File: config.mk
export PLATFORM = sky130hd
export DESIGN_NAME = pov_display_top
export DESIGN_NICKNAME = d
export VERILOG_FILES = /design/src/design/pov_pkg.sv /design/src/design/cmd_bus_if.sv /design/src/design/column_if.sv /design/src/design/cmd_decoder.sv /design/src/design/led_driver_ctrl.sv /design/src/design/pov_display_top.sv /design/src/design/rev_emulator.sv /design/src/design/spi_receiver.sv
export SDC_FILE = /design/constraint.sdc
export NUM_CORES = 1
export LEC_CHECK = 0
export BUFFER_PORTS_ARGS = -buffer_cell sky130_fd_sc_hd__buf_2
export CAP_MARGIN = 20
export CORE_ASPECT_RATIO = 0.6
export CORE_MARGIN = 3
export CORE_UTILIZATION = 46
export DETAILED_ROUTE_END_ITERATION = 6
export PLACE_DENSITY = 0.57
export SYNTH_ARGS = -nofsm -noshare
export SYNTH_HDL_FRONTEND = slang
export SYNTH_SLANG_ARGS = --single-unit
File: constraint.sdc
create_clock -name clk -period 12.9 [get_ports clk]
set_input_delay 0.645 -clock clk [delete_from_list [all_inputs] [get_ports clk]]
set_output_delay 0.645 -clock clk [all_outputs]
set_load 0.02 [all_outputs]
File: src/design/pov_pkg.sv
package pov_pkg;

    // Opcodes, first byte of every command
    // Column write: opcode, index, then the column bytes MSB first
    localparam logic [7:0] OP_WRITE_COLUMN = 8'h01;
    // Config write: opcode, config byte (bit 0 is display enable)
    localparam logic [7:0] OP_WRITE_CONFIG = 8'h02;

    // First byte on MISO in every transaction
    localparam logic [7:0] STATUS_ID = 8'hA5;

    // Command buffer depth in bytes
    // Opcode, index and up to 8 payload bytes
    localparam int MAX_CMD_BYTES = 10;

    // Width of the byte counter, must hold MAX_CMD_BYTES itself
    localparam int CMD_LEN_W = $clog2(MAX_CMD_BYTES + 1);

    // Exact length of a config write
    localparam int CONFIG_CMD_LEN = 2;

    // Bytes ahead of the payload in a column write
    localparam int COLUMN_HDR_LEN = 2;

    // Received command bytes
    // Index 0 holds the first byte on the wire
    typedef logic [MAX_CMD_BYTES-1:0][7:0] cmd_buf_t;

endpackage

File: src/design/cmd_bus_if.sv
interface cmd_bus_if;

    // One-cycle strobe per finished transaction
    logic                           cmd_valid;
    // Raw command bytes, byte 0 first received
    pov_pkg::cmd_buf_t              cmd_bytes;
    // Number of bytes stored in cmd_bytes
    logic [pov_pkg::CMD_LEN_W-1:0]  cmd_len;
    // More bytes arrived than the buffer holds
    logic                           cmd_overflow;

    // SPI side
    modport rx (output cmd_valid, output cmd_bytes, output cmd_len, output cmd_overflow);

    // Decoder side
    modport dec (input cmd_valid, input cmd_bytes, input cmd_len, input cmd_overflow);

endinterface

File: src/design/column_if.sv
interface column_if #(
    parameter int NUM_COLUMNS   = 8,
    parameter int NUM_LANES     = 4,
    parameter int BITS_PER_LANE = 16
);

    localparam int COL_BITS = NUM_LANES * BITS_PER_LANE;
    localparam int IDX_W    = (NUM_COLUMNS > 1) ? $clog2(NUM_COLUMNS) : 1;

    // Column requested by the driver
    logic [IDX_W-1:0]    col_index;
    // Column word, valid in the same cycle as col_index
    logic [COL_BITS-1:0] col_data;
    logic                display_enable;
    // Start of a revolution, realigns the column count
    logic                revolution_pulse;

    modport drv (output col_index, input col_data, input display_enable, input revolution_pulse);

    modport mem (input col_index, output col_data, output display_enable);

endinterface

File: src/design/cmd_decoder.sv
module cmd_decoder #(
    parameter int NUM_COLUMNS   = 8,
    parameter int NUM_LANES     = 4,
    parameter int BITS_PER_LANE = 16
) (
    input  logic   clk,
    input  logic   rst_n,
    cmd_bus_if.dec cmd,
    column_if.mem  col
);

    localparam int COL_BITS  = NUM_LANES * BITS_PER_LANE;
    localparam int COL_BYTES = COL_BITS / 8;
    localparam int IDX_W     = (NUM_COLUMNS > 1) ? $clog2(NUM_COLUMNS) : 1;
    localparam int LEN_W     = pov_pkg::CMD_LEN_W;

    // Column store and display enable
    logic [COL_BITS-1:0] col_mem [NUM_COLUMNS];
    logic                enable_q;

    // Decoded fields
    logic [7:0]          opcode;
    logic [7:0]          index;
    logic [COL_BITS-1:0] payload;
    logic                len_col_ok;
    logic                len_cfg_ok;
    logic                col_write;
    logic                cfg_write;

    always_comb begin
        opcode = cmd.cmd_bytes[0];
        index  = cmd.cmd_bytes[1];
        // First payload byte lands in the top of the column
        for (int b = 0; b < COL_BYTES; b++) begin
            payload[COL_BITS-1-8*b -: 8] = cmd.cmd_bytes[pov_pkg::COLUMN_HDR_LEN + b];
        end
    end

    // Lengths must match exactly
    assign len_col_ok = (cmd.cmd_len == LEN_W'(pov_pkg::COLUMN_HDR_LEN + COL_BYTES));
    assign len_cfg_ok = (cmd.cmd_len == LEN_W'(pov_pkg::CONFIG_CMD_LEN));

    // Overflowed transactions are dropped whatever the opcode
    assign col_write = cmd.cmd_valid && !cmd.cmd_overflow
                     && (opcode == pov_pkg::OP_WRITE_COLUMN)
                     && len_col_ok
                     && (int'(index) < NUM_COLUMNS);

    assign cfg_write = cmd.cmd_valid && !cmd.cmd_overflow
                     && (opcode == pov_pkg::OP_WRITE_CONFIG)
                     && len_cfg_ok;

    always_ff @(posedge clk) begin
        if (!rst_n) begin
            // Display starts dark and blank
            enable_q <= 1'b0;
            for (int c = 0; c < NUM_COLUMNS; c++) begin
                col_mem[c] <= '0;
            end
        end else begin
            if (col_write) begin
                col_mem[index[IDX_W-1:0]] <= payload;
            end
            if (cfg_write) begin
                // Config byte sits right after the opcode
                enable_q <= cmd.cmd_bytes[1][0];
            end
        end
    end

    // Fetch is combinational, driver samples in the same cycle
    assign col.col_data       = col_mem[col.col_index];
    assign col.display_enable = enable_q;

endmodule

File: src/design/led_driver_ctrl.sv
module led_driver_ctrl #(
    parameter int NUM_COLUMNS   = 8,
    parameter int NUM_LANES     = 4,
    parameter int BITS_PER_LANE = 16
) (
    input  logic                   clk,
    input  logic                   rst_n,
    input  logic                   column_tick,
    column_if.drv                  col,
    output logic                   drv_sclk,
    output logic                   drv_gclk,
    output logic                   drv_lat,
    output logic [NUM_LANES-1:0]   drv_sin,
    output logic [NUM_COLUMNS-1:0] col_sel
);

    localparam int COL_BITS = NUM_LANES * BITS_PER_LANE;
    localparam int IDX_W    = (NUM_COLUMNS > 1) ? $clog2(NUM_COLUMNS) : 1;
    localparam int BIT_W    = (BITS_PER_LANE > 1) ? $clog2(BITS_PER_LANE) : 1;

    typedef enum logic [1:0] {
        ST_IDLE,
        ST_SHIFT,
        ST_LATCH
    } state_t;

    state_t              state;
    logic [IDX_W-1:0]    col_cnt;
    logic [IDX_W-1:0]    next_idx;
    logic [BIT_W-1:0]    bit_cnt;
    logic [COL_BITS-1:0] shreg;
    // Enable as seen at fetch time
    logic                show_q;

    // Column for the coming tick, revolution start forces column 0
    always_comb begin
        if (col.revolution_pulse) begin
            next_idx = '0;
        end else if (col_cnt == IDX_W'(NUM_COLUMNS - 1)) begin
            next_idx = '0;
        end else begin
            next_idx = col_cnt + IDX_W'(1);
        end
    end

    assign col.col_index = next_idx;

    // Lane k takes its own slice, lane 0 the lowest
    always_comb begin
        for (int k = 0; k < NUM_LANES; k++) begin
            drv_sin[k] = shreg[k*BITS_PER_LANE + BITS_PER_LANE - 1];
        end
    end

    always_ff @(posedge clk) begin
        if (!rst_n) begin
            state    <= ST_IDLE;
            // First tick after reset shows column 0
            col_cnt  <= IDX_W'(NUM_COLUMNS - 1);
            bit_cnt  <= '0;
            shreg    <= '0;
            show_q   <= 1'b0;
            drv_sclk <= 1'b0;
            drv_lat  <= 1'b0;
            drv_gclk <= 1'b0;
            col_sel  <= '0;
        end else begin
            // Grayscale clock runs at half the system clock
            drv_gclk <= col.display_enable ? ~drv_gclk : 1'b0;
            drv_lat  <= 1'b0;

            case (state)
                ST_IDLE: begin
                    if (column_tick) begin
                        col_cnt  <= next_idx;
                        show_q   <= col.display_enable;
                        // Blank frame when disabled, shifting still runs
                        shreg    <= col.display_enable ? col.col_data : '0;
                        bit_cnt  <= '0;
                        drv_sclk <= 1'b0;
                        state    <= ST_SHIFT;
                    end
                end
                ST_SHIFT: begin
                    if (!drv_sclk) begin
                        // Data has been stable for the low phase
                        drv_sclk <= 1'b1;
                    end else begin
                        drv_sclk <= 1'b0;
                        bit_cnt  <= bit_cnt + BIT_W'(1);
                        // Advance every lane by one bit, MSB first
                        for (int k = 0; k < NUM_LANES; k++) begin
                            shreg[k*BITS_PER_LANE +: BITS_PER_LANE] <=
                                {shreg[k*BITS_PER_LANE +: BITS_PER_LANE-1], 1'b0};
                        end
                        if (bit_cnt == BIT_W'(BITS_PER_LANE - 1)) begin
                            state <= ST_LATCH;
                        end
                    end
                end
                ST_LATCH: begin
                    // Latch and column select change together
                    drv_lat <= 1'b1;
                    col_sel <= show_q ? (NUM_COLUMNS'(1) << col_cnt) : '0;
                    state   <= ST_IDLE;
                end
                default: begin
                    state <= ST_IDLE;
                end
            endcase
        end
    end

endmodule

File: src/design/pov_display_top.sv
module pov_display_top #(
    parameter int NUM_LANES     = 4,
    parameter int BITS_PER_LANE = 16,
    parameter int NUM_COLUMNS   = 8,
    parameter int COLUMN_PERIOD = 64
) (
    input  logic                   clk,
    input  logic                   rst_n,
    // Host SPI
    input  logic                   spi_sclk,
    input  logic                   spi_cs_n,
    input  logic                   spi_mosi,
    output logic                   spi_miso,
    // LED drivers
    output logic                   drv_sclk,
    output logic                   drv_gclk,
    output logic                   drv_lat,
    output logic [NUM_LANES-1:0]   drv_sin,
    output logic [NUM_COLUMNS-1:0] col_sel
);

    logic        column_tick;
    logic        revolution_pulse;
    logic [15:0] rev_count;

    cmd_bus_if cmd_bus ();

    column_if #(
        .NUM_COLUMNS  (NUM_COLUMNS),
        .NUM_LANES    (NUM_LANES),
        .BITS_PER_LANE(BITS_PER_LANE)
    ) col_bus ();

    // Driver realigns on each revolution
    assign col_bus.revolution_pulse = revolution_pulse;

    spi_receiver spi_receiver (
        .clk      (clk),
        .rst_n    (rst_n),
        .spi_sclk (spi_sclk),
        .spi_cs_n (spi_cs_n),
        .spi_mosi (spi_mosi),
        .spi_miso (spi_miso),
        .rev_count(rev_count),
        .cmd      (cmd_bus.rx)
    );

    cmd_decoder #(
        .NUM_COLUMNS  (NUM_COLUMNS),
        .NUM_LANES    (NUM_LANES),
        .BITS_PER_LANE(BITS_PER_LANE)
    ) cmd_decoder (
        .clk  (clk),
        .rst_n(rst_n),
        .cmd  (cmd_bus.dec),
        .col  (col_bus.mem)
    );

    rev_emulator #(
        .COLUMN_PERIOD(COLUMN_PERIOD),
        .NUM_COLUMNS  (NUM_COLUMNS)
    ) rev_emulator (
        .clk             (clk),
        .rst_n           (rst_n),
        .column_tick     (column_tick),
        .revolution_pulse(revolution_pulse),
        .rev_count       (rev_count)
    );

    led_driver_ctrl #(
        .NUM_COLUMNS  (NUM_COLUMNS),
        .NUM_LANES    (NUM_LANES),
        .BITS_PER_LANE(BITS_PER_LANE)
    ) led_driver_ctrl (
        .clk        (clk),
        .rst_n      (rst_n),
        .column_tick(column_tick),
        .col        (col_bus.drv),
        .drv_sclk   (drv_sclk),
        .drv_gclk   (drv_gclk),
        .drv_lat    (drv_lat),
        .drv_sin    (drv_sin),
        .col_sel    (col_sel)
    );

endmodule

File: src/design/rev_emulator.sv
module rev_emulator #(
    parameter int COLUMN_PERIOD = 64,
    parameter int NUM_COLUMNS   = 8
) (
    input  logic        clk,
    input  logic        rst_n,
    output logic        column_tick,
    output logic        revolution_pulse,
    output logic [15:0] rev_count
);

    localparam int PERIOD_W = (COLUMN_PERIOD > 1) ? $clog2(COLUMN_PERIOD) : 1;
    localparam int COL_W    = (NUM_COLUMNS > 1) ? $clog2(NUM_COLUMNS) : 1;

    logic [PERIOD_W-1:0] period_cnt;
    logic [COL_W-1:0]    col_cnt;
    logic                period_end;
    logic                last_col;

    assign period_end = (period_cnt == PERIOD_W'(COLUMN_PERIOD - 1));
    assign last_col   = (col_cnt == COL_W'(NUM_COLUMNS - 1));

    always_ff @(posedge clk) begin
        if (!rst_n) begin
            period_cnt       <= '0;
            col_cnt          <= '0;
            column_tick      <= 1'b0;
            revolution_pulse <= 1'b0;
            rev_count        <= '0;
        end else begin
            // Ticks are registered, so the first appears a full period after reset
            column_tick      <= period_end;
            revolution_pulse <= period_end && last_col;

            if (period_end) begin
                period_cnt <= '0;
                // Count ticks within one revolution
                col_cnt    <= last_col ? '0 : col_cnt + COL_W'(1);
            end else begin
                period_cnt <= period_cnt + PERIOD_W'(1);
            end

            // Wraps at 16 bits
            if (revolution_pulse) begin
                rev_count <= rev_count + 16'd1;
            end
        end
    end

endmodule

File: src/design/spi_receiver.sv
module spi_receiver (
    input  logic        clk,
    input  logic        rst_n,
    input  logic        spi_sclk,
    input  logic        spi_cs_n,
    input  logic        spi_mosi,
    output logic        spi_miso,
    input  logic [15:0] rev_count,
    cmd_bus_if.rx       cmd
);

    localparam int LEN_W = pov_pkg::CMD_LEN_W;

    // Pin synchronizers, bit order {sclk, cs_n, mosi}
    logic [2:0] pin_meta;
    logic [2:0] pin_sync;
    logic       sclk_s;
    logic       cs_s;
    logic       mosi_s;
    logic       sclk_prev;
    logic       cs_prev;
    logic       sclk_rise;
    logic       sclk_fall;
    logic       cs_rise;
    logic       cs_fall;

    // Receive path
    logic [2:0]        bit_cnt;
    logic [6:0]        rx_shift;
    logic [LEN_W-1:0]  byte_cnt;
    logic              overflow;
    logic              byte_done;
    logic              buf_full;
    logic              valid_q;
    pov_pkg::cmd_buf_t cmd_buf;

    // Status reply, ID byte then revolution count
    logic [23:0] reply;

    assign sclk_s = pin_sync[2];
    assign cs_s   = pin_sync[1];
    assign mosi_s = pin_sync[0];

    assign sclk_rise = sclk_s & ~sclk_prev;
    assign sclk_fall = ~sclk_s & sclk_prev;
    assign cs_rise   = cs_s & ~cs_prev;
    assign cs_fall   = ~cs_s & cs_prev;

    // Eighth bit of a byte arriving while selected
    assign byte_done = ~cs_s & sclk_rise & (bit_cnt == 3'd7);
    assign buf_full  = (byte_cnt >= LEN_W'(pov_pkg::MAX_CMD_BYTES));

    always_ff @(posedge clk) begin
        if (!rst_n) begin
            // Idle bus: sclk low, chip select high
            pin_meta  <= 3'b010;
            pin_sync  <= 3'b010;
            sclk_prev <= 1'b0;
            cs_prev   <= 1'b1;
            bit_cnt   <= '0;
            byte_cnt  <= '0;
            overflow  <= 1'b0;
            valid_q   <= 1'b0;
            reply     <= '0;
        end else begin
            pin_meta  <= {spi_sclk, spi_cs_n, spi_mosi};
            pin_sync  <= pin_meta;
            sclk_prev <= sclk_s;
            cs_prev   <= cs_s;

            // Empty transactions produce no command
            valid_q <= cs_rise && (byte_cnt != '0);

            if (cs_fall) begin
                bit_cnt  <= '0;
                byte_cnt <= '0;
                overflow <= 1'b0;
                // Count sampled once per transaction
                reply    <= {pov_pkg::STATUS_ID, rev_count};
            end else if (cs_rise) begin
                reply <= '0;
            end else if (!cs_s) begin
                if (sclk_rise) begin
                    bit_cnt <= bit_cnt + 3'd1;
                end
                if (byte_done) begin
                    if (buf_full) begin
                        overflow <= 1'b1;
                    end else begin
                        byte_cnt <= byte_cnt + LEN_W'(1);
                    end
                end
                // Mode 0, next bit goes out on the falling edge
                if (sclk_fall) begin
                    reply <= {reply[22:0], 1'b0};
                end
            end
        end
    end

    // Byte assembly, MSB first
    always_ff @(posedge clk) begin
        if (!cs_s && sclk_rise) begin
            rx_shift <= {rx_shift[5:0], mosi_s};
        end
        if (byte_done && !buf_full) begin
            cmd_buf[byte_cnt] <= {rx_shift, mosi_s};
        end
    end

    assign spi_miso = reply[23];

    assign cmd.cmd_valid    = valid_q;
    assign cmd.cmd_bytes    = cmd_buf;
    assign cmd.cmd_len      = byte_cnt;
    assign cmd.cmd_overflow = overflow;

endmodule

# ---- After elaboration in Yosys (flattened, before gate mapping)
# Memories as Yosys holds them, arrays and structs flattened.
# Cells that the tools add are included.
dict set report word_totals {
  reg_bits 241
  mem_bits_rw 512
  inputBits 5
  output_inout_bits 16
  elab_cells 143
  memories 1
}
# name words word_bits rd rd_ports_with_merged_regs wr line
set mem_list {}
lappend mem_list {cmd_decoder.col_mem 8 64 1 0 8 cmd_decoder.sv:18} ;# logic [COL_BITS-1:0] col_mem [NUM_COLUMNS];
dict set report classes {
  addsub 7
  magnitude_cmp 4
  eq_ne 15
  shifts 1
  mux 33
  bitwise_logic 14
  reduce_logical 32
}
# cell n
set ops {}
lappend ops {{two-way mux 64 bit} 4}
lappend ops {{case mux 64 bit (2 select lines)} 1}
lappend ops {{two-way mux 24 bit} 4}
lappend ops {{bitwise mux 80 bit} 1}
lappend ops {{OR reduction 64 bit} 1}
lappend ops {{demux 8 bit (select 4 bit)} 1}
lappend ops {{adder 16 x 1 -> 16 bit, second input constant} 1}
lappend ops {{two-way mux 8 bit} 2}
lappend ops {{two-way mux 3 bit} 4}
lappend ops {{logical AND 1 bit} 11}
lappend ops {{AND reduction 2 bit} 5}
lappend ops {{adder 3 x 1 -> 3 bit, second input constant} 3}
lappend ops {{== test 3 bit, second input constant} 3}
lappend ops {{AND reduction 3 bit} 3}
lappend ops {{adder 4 x 1 -> 4 bit, second input constant} 2}
lappend ops {{== test 4 bit, second input constant} 2}
lappend ops {{== test 8 x 1 -> 1 bit, second input constant} 1}
lappend ops {{== test 8 x 2 -> 1 bit, second input constant} 1}
lappend ops {{< comparator 8 x 4 -> 1 bit, second input constant} 1}
lappend ops {{two-way mux 1 bit} 8}
lappend ops {{two-way mux 4 bit} 2}
lappend ops {{NOT 1 bit} 8}
lappend ops {{case mux 4 bit (2 select lines)} 1}
lappend ops {{AND reduction 4 bit} 2}
lappend ops {{23 further kinds} 34}

# ---- Logic depth before layout (Yosys ltp)
dict set report logic_depth {
  word_depth 10
  depth_mapped 12
}

# ---- Modules after synthesis
# A second synthesis with hierarchy kept.
dict set report unflattened {
  hier_cells 2351
  area_unflattened_um2 32695.1
}
# module n_inst cells_per_inst area_each_um2
set by_module_without_submodules {}
lappend by_module_without_submodules {cmd_decoder 1 1467 23267.3}
lappend by_module_without_submodules {spi_receiver 1 288 4464.3}
lappend by_module_without_submodules {led_driver_ctrl 1 465 3773.6}
lappend by_module_without_submodules {rev_emulator 1 131 1189.9}

# ---- Least setup slack after synthesis
# No wires, ideal clock.
dict set report synth_path {
  kind {input to register}
  start {input port rst_n}
  end {memory cmd_decoder.col_mem[4][0] in the netlist's numbering, enable pin}
  setup_time_ps 574
  arrival_time_ps 6166
  setup_slack_ps 6159
  path_stages 6
  path_cell_list {buf_2 > and4bb_1 > nand4_2 > or3_1 > buf_4 > o21ai_0}
}
# item line
set synth_rtl {}
lappend synth_rtl {{start: declaration} pov_display_top.sv:8} ;# input logic rst_n,
lappend synth_rtl {{end: declaration} cmd_decoder.sv:18}

# ---- Worst setup path after layout
dict set report layout_path {
  start {register led_driver_ctrl.col_cnt[0]}
  end {register led_driver_ctrl.shreg[6]}
}
dict set report layout_via {
  elab_chain_cells 7
  elab_cells_between_ends 8
  cone_classes {add/sub (1); eq/ne (1); mux (5); memory (1)}
}
# item line
set layout_rtl {}
lappend layout_rtl {{start: declaration} led_driver_ctrl.sv:28} ;# logic [IDX_W-1:0] col_cnt;
lappend layout_rtl {{start signal: assignment} led_driver_ctrl.sv:59} ;# col_cnt <= IDX_W'(NUM_COLUMNS - 1);
lappend layout_rtl {{start signal: assignment} led_driver_ctrl.sv:75} ;# col_cnt <= next_idx;
lappend layout_rtl {{adder 3 x 1 -> 3 bit or == test 3 bit (tied branches)} {led_driver_ctrl.sv:42, led_driver_ctrl.sv:39}}
lappend layout_rtl {{two-way mux 3 bit *} led_driver_ctrl.sv:39} ;# end else if (col_cnt == IDX_W'(NUM_COLUMNS - 1)) begin
lappend layout_rtl {{two-way mux 3 bit *} led_driver_ctrl.sv:37} ;# if (col.revolution_pulse) begin
lappend layout_rtl {{memory (8 x 64 bit) *} -}
lappend layout_rtl {{two-way mux 64 bit *} led_driver_ctrl.sv:78} ;# shreg <= col.display_enable ? col.col_data : '0;
lappend layout_rtl {{two-way mux 64 bit *} led_driver_ctrl.sv:74} ;# if (column_tick) begin
lappend layout_rtl {{case mux 64 bit (2 select lines) *} led_driver_ctrl.sv:72} ;# case (state)
lappend layout_rtl {{end signal: assignment} led_driver_ctrl.sv:78}
lappend layout_rtl {{end signal: indexed assignment} led_driver_ctrl.sv:93} ;# shreg[k*BITS_PER_LANE +: BITS_PER_LANE] <=
lappend layout_rtl {{end: declaration} led_driver_ctrl.sv:31} ;# logic [COL_BITS-1:0] shreg;
# Every way passes the cells marked *; elsewhere a longest branch is shown, timed or not. The select of a mux whose other input is x is not followed.
# A chain may end at the register's enable or synchronous reset.

==> impl_metrics.yaml <==
status:
  outcome: "complete, no violations"
drt:
  ant_nets: 0
  drtIter0Drc: 2203
  dr.pass1.iters: 5
  finalWirelength_um: 88300
  route.detailed.drc: 0
  drt-vias-per-instance: 5.80
  num_vias: 20200
  avgRoutedWirePerCell_um: 25.4
critical_path:
  path_cells: "ha_1 -> ha_1 -> nor2_4 -> buf_4 -> nor3_1 -> a31oi_1 -> o211ai_1"
  crit_slowest_cell: "buf_4"
  cp_common_cell: "ha_1"
  path_buf_inv: 1
  critPathLaunchType: "flop"
  crit_family: "simple AND/OR/NAND/NOR gates"
  cp.required_ns: 13.35
  crit_path_max_incr_delay_ns: 0.92
  arrival_ns: 4.60
  path_class: "flop to flop"
  cp_max_fo: 82
  crit_path_end_kind: "flop"
synthesis:
  ys_ff_latch: 753
  synth_cell_types: 51
  async_flop_share_pct: 0
  syn_inst: 2568
  synth_flop_cell: "edfxtp_1"
  synth_commonest_cells: "edfxtp_1, and2_1, a21oi_1"
  ys_warn_count: 0
  ys_seq_area_share_pct: 65.5
  synthesis.nets: 2593
  yosysMostFrequentCell: "edfxtp_1"
  synth.top_cell.area_share_pct: 55.9
  synthTopCellsByArea: "edfxtp_1, and2_1, dfxtp_1"
  yosys.area.top_type: "edfxtp_1"
  synth_area_per_cell_um2: 12.5
  syn_area_um2: 32200
  synth-edff-count: 599
cts:
  tritoncts: "yes"
  cts_buffers: 72
  cts_resized: 0
  clockBufferDepth: 3
  root_buffer: "clkbuf_16"
  htree_levels: 3
  path_clk_slew_ns: 0.07
  worst_skew_pair.late_latency_ns: 0.63
  hold_buffers: 0
  post_cts_buffers: 0
  cts_num_sinks: 753
power_and_ir_drop:
  power.total_mw: 4.97
  p_leak_nw: 12.6
  power.density_nw_per_um2: 140
  vdd_drop_max_mv: 0.0947
placed_design:
  numPortBuffers: 20
  hpwl_um: 46500
  gp_congestion: 0.785
  dp_slack_ns: 8.25
  post-place-cells: 3344
timing:
  maxSlewHeadroom_pct: 28.2
  slew_violations: 0
  finalWorstSetupSlack_ns: 8.75
  hold_viol: 0
  layout_min_cycle_time_ns: 4.15
  max_freq_mhz: 241
  finalSetupViolCount: 0
  period_share_pct: 32.2
  worst_pin_slew_ns: 1.07
  setup_tns_ns: 0
  fin_worst_skew_ns: 0.0222
  grt_setup_unrepaired: "false"
floorplanning:
  row_count: 74
  core_area_um2: 68600
  io_pins: 21
  fp.dieH_um: 211
  chipWidth_um: 347
  die_area_um2: 73200
  start_util_pct: 46.9
grt:
  gr-total-overflow: 0
  grt_first_pass_wirelength_um: 131000
  grt_max_degree: 83
  grt_pass1_vias: 19800
  antenna_found_initial: 3
  grtUsageTotal_pct: 24.2
min_path:
  hp-class: "input port to flop"
final_layout:
  fillers: 5862
  drive_gt1_share_pct: 10.4
  layout.nets: 2533
  synthToLayoutAreaGrowth_pct: 10.2
  fin_cells: 3480
job:
  drv_cap: 0
[worst paths after layout]
path | slack, ns | endpoint | start | cells after the start
setup / recovery | 8.75 | led_driver_ctrl.shreg[6] | led_driver_ctrl.col_cnt[0] | 7
hold / removal | 0.24 | spi_receiver.pin_meta[0] | spi_mosi | 2
setup reg to reg | 8.75 | led_driver_ctrl.shreg[6] | led_driver_ctrl.col_cnt[0] | 7
hold reg to reg | 0.42 | spi_receiver.pin_sync[1] | spi_receiver.pin_meta[1] | 1
[final cells by class]
type / instances / area [um2] / area share, %
timing repair buffer: 61 / 458 / 1.29
clock buffer: 105 / 2080 / 5.86
tap: 912 / 1140 / 3.22
sequential: 753 / 21100 / 59.5
antenna: 1 / 2.50 / 0.00706
inverter: 15 / 56.3 / 0.159
multi-input combinational: 1605 / 10400 / 29.2
clock inverter: 28 / 265 / 0.749
[power by group]
part | internal [mW] | leakage [nW] | switching, mW
logic | 0.0355 | 4.53 | 0.0837
clock network | 1.22 | 1.14 | 0.918
registers | 2.69 | 6.92 | 0.0241
total | 3.95 | 12.6 | 1.03
[cells by family (layout without fill, tap and decap cells)]
family,after synthesis,count (layout),synth area share [%]
buffers and inverters,210,209,2.77
XOR/XNOR,23,23,0.626
other,0,1,0
AO/OA/AOI/OAI,414,414,7.70
AND/OR/NAND/NOR,1008,1008,18.0
flip-flops,753,753,65.5
adder cells (fa/ha/maj),20,20,0.778
multiplexers,140,140,4.62
[metal layers]
metal  track usage (%)  wire length [um]  vias up
li1                  -                 -     9189
met1              36.8             41700    10100
met2              35.7             37300      814
met3              5.15              7630      114
met4              5.39              1530        2
met5             0.446                45        -
[cell usage in the layout, fill, tap and decap left out, drive strengths merged, types with 4 or more instances in the layout]
cell type    n
nor4         8
nor3        72
and2       534
nor2b        5
a22oi       21
edfxtp     599
or3          4
mux2i       73
nand2b      74
a21oi      167
a31oi       62
clkinv      20
o211ai      63
o21ai       28
clkbuf     105
nand3      131
inv         16
nand4       11
dfxtp      154
xnor2       15
buf         61
bufinv       5
o22ai       64
mux2        67
nand2       28
nor2       116
ha          20
xor2         8
and3         8
nor3b        6
[state kept, by name, indices dropped and copies added (netlist names), 4 cells and up]
signal and cells:
spi_receiver.reply 24, spi_receiver.cmd.cmd_bytes 80, led_driver_ctrl.col_sel 8, spi_receiver.cmd.cmd_len 4, cmd_decoder.col_mem 512, spi_receiver.rx_shift 7
led_driver_ctrl.shreg 64, rev_emulator.rev_count 16, led_driver_ctrl.bit_cnt 4, rev_emulator.period_cnt 6
[per-stage QoR]
step | cell area (um2) | hold WS (ns) | utilization [%]
final | 35400 | 0.240 | 51.6
after global routing | 35400 | 0.229 | 51.6
after CTS | 35400 | 0.210 | 51.6
after detailed placement | 33000 | 0.403 | 48.2
after global placement | 33000 | 0.394 | 48.1
after floorplan | 32200 | 0.386 | -
(Power assumes the default switching activity.)
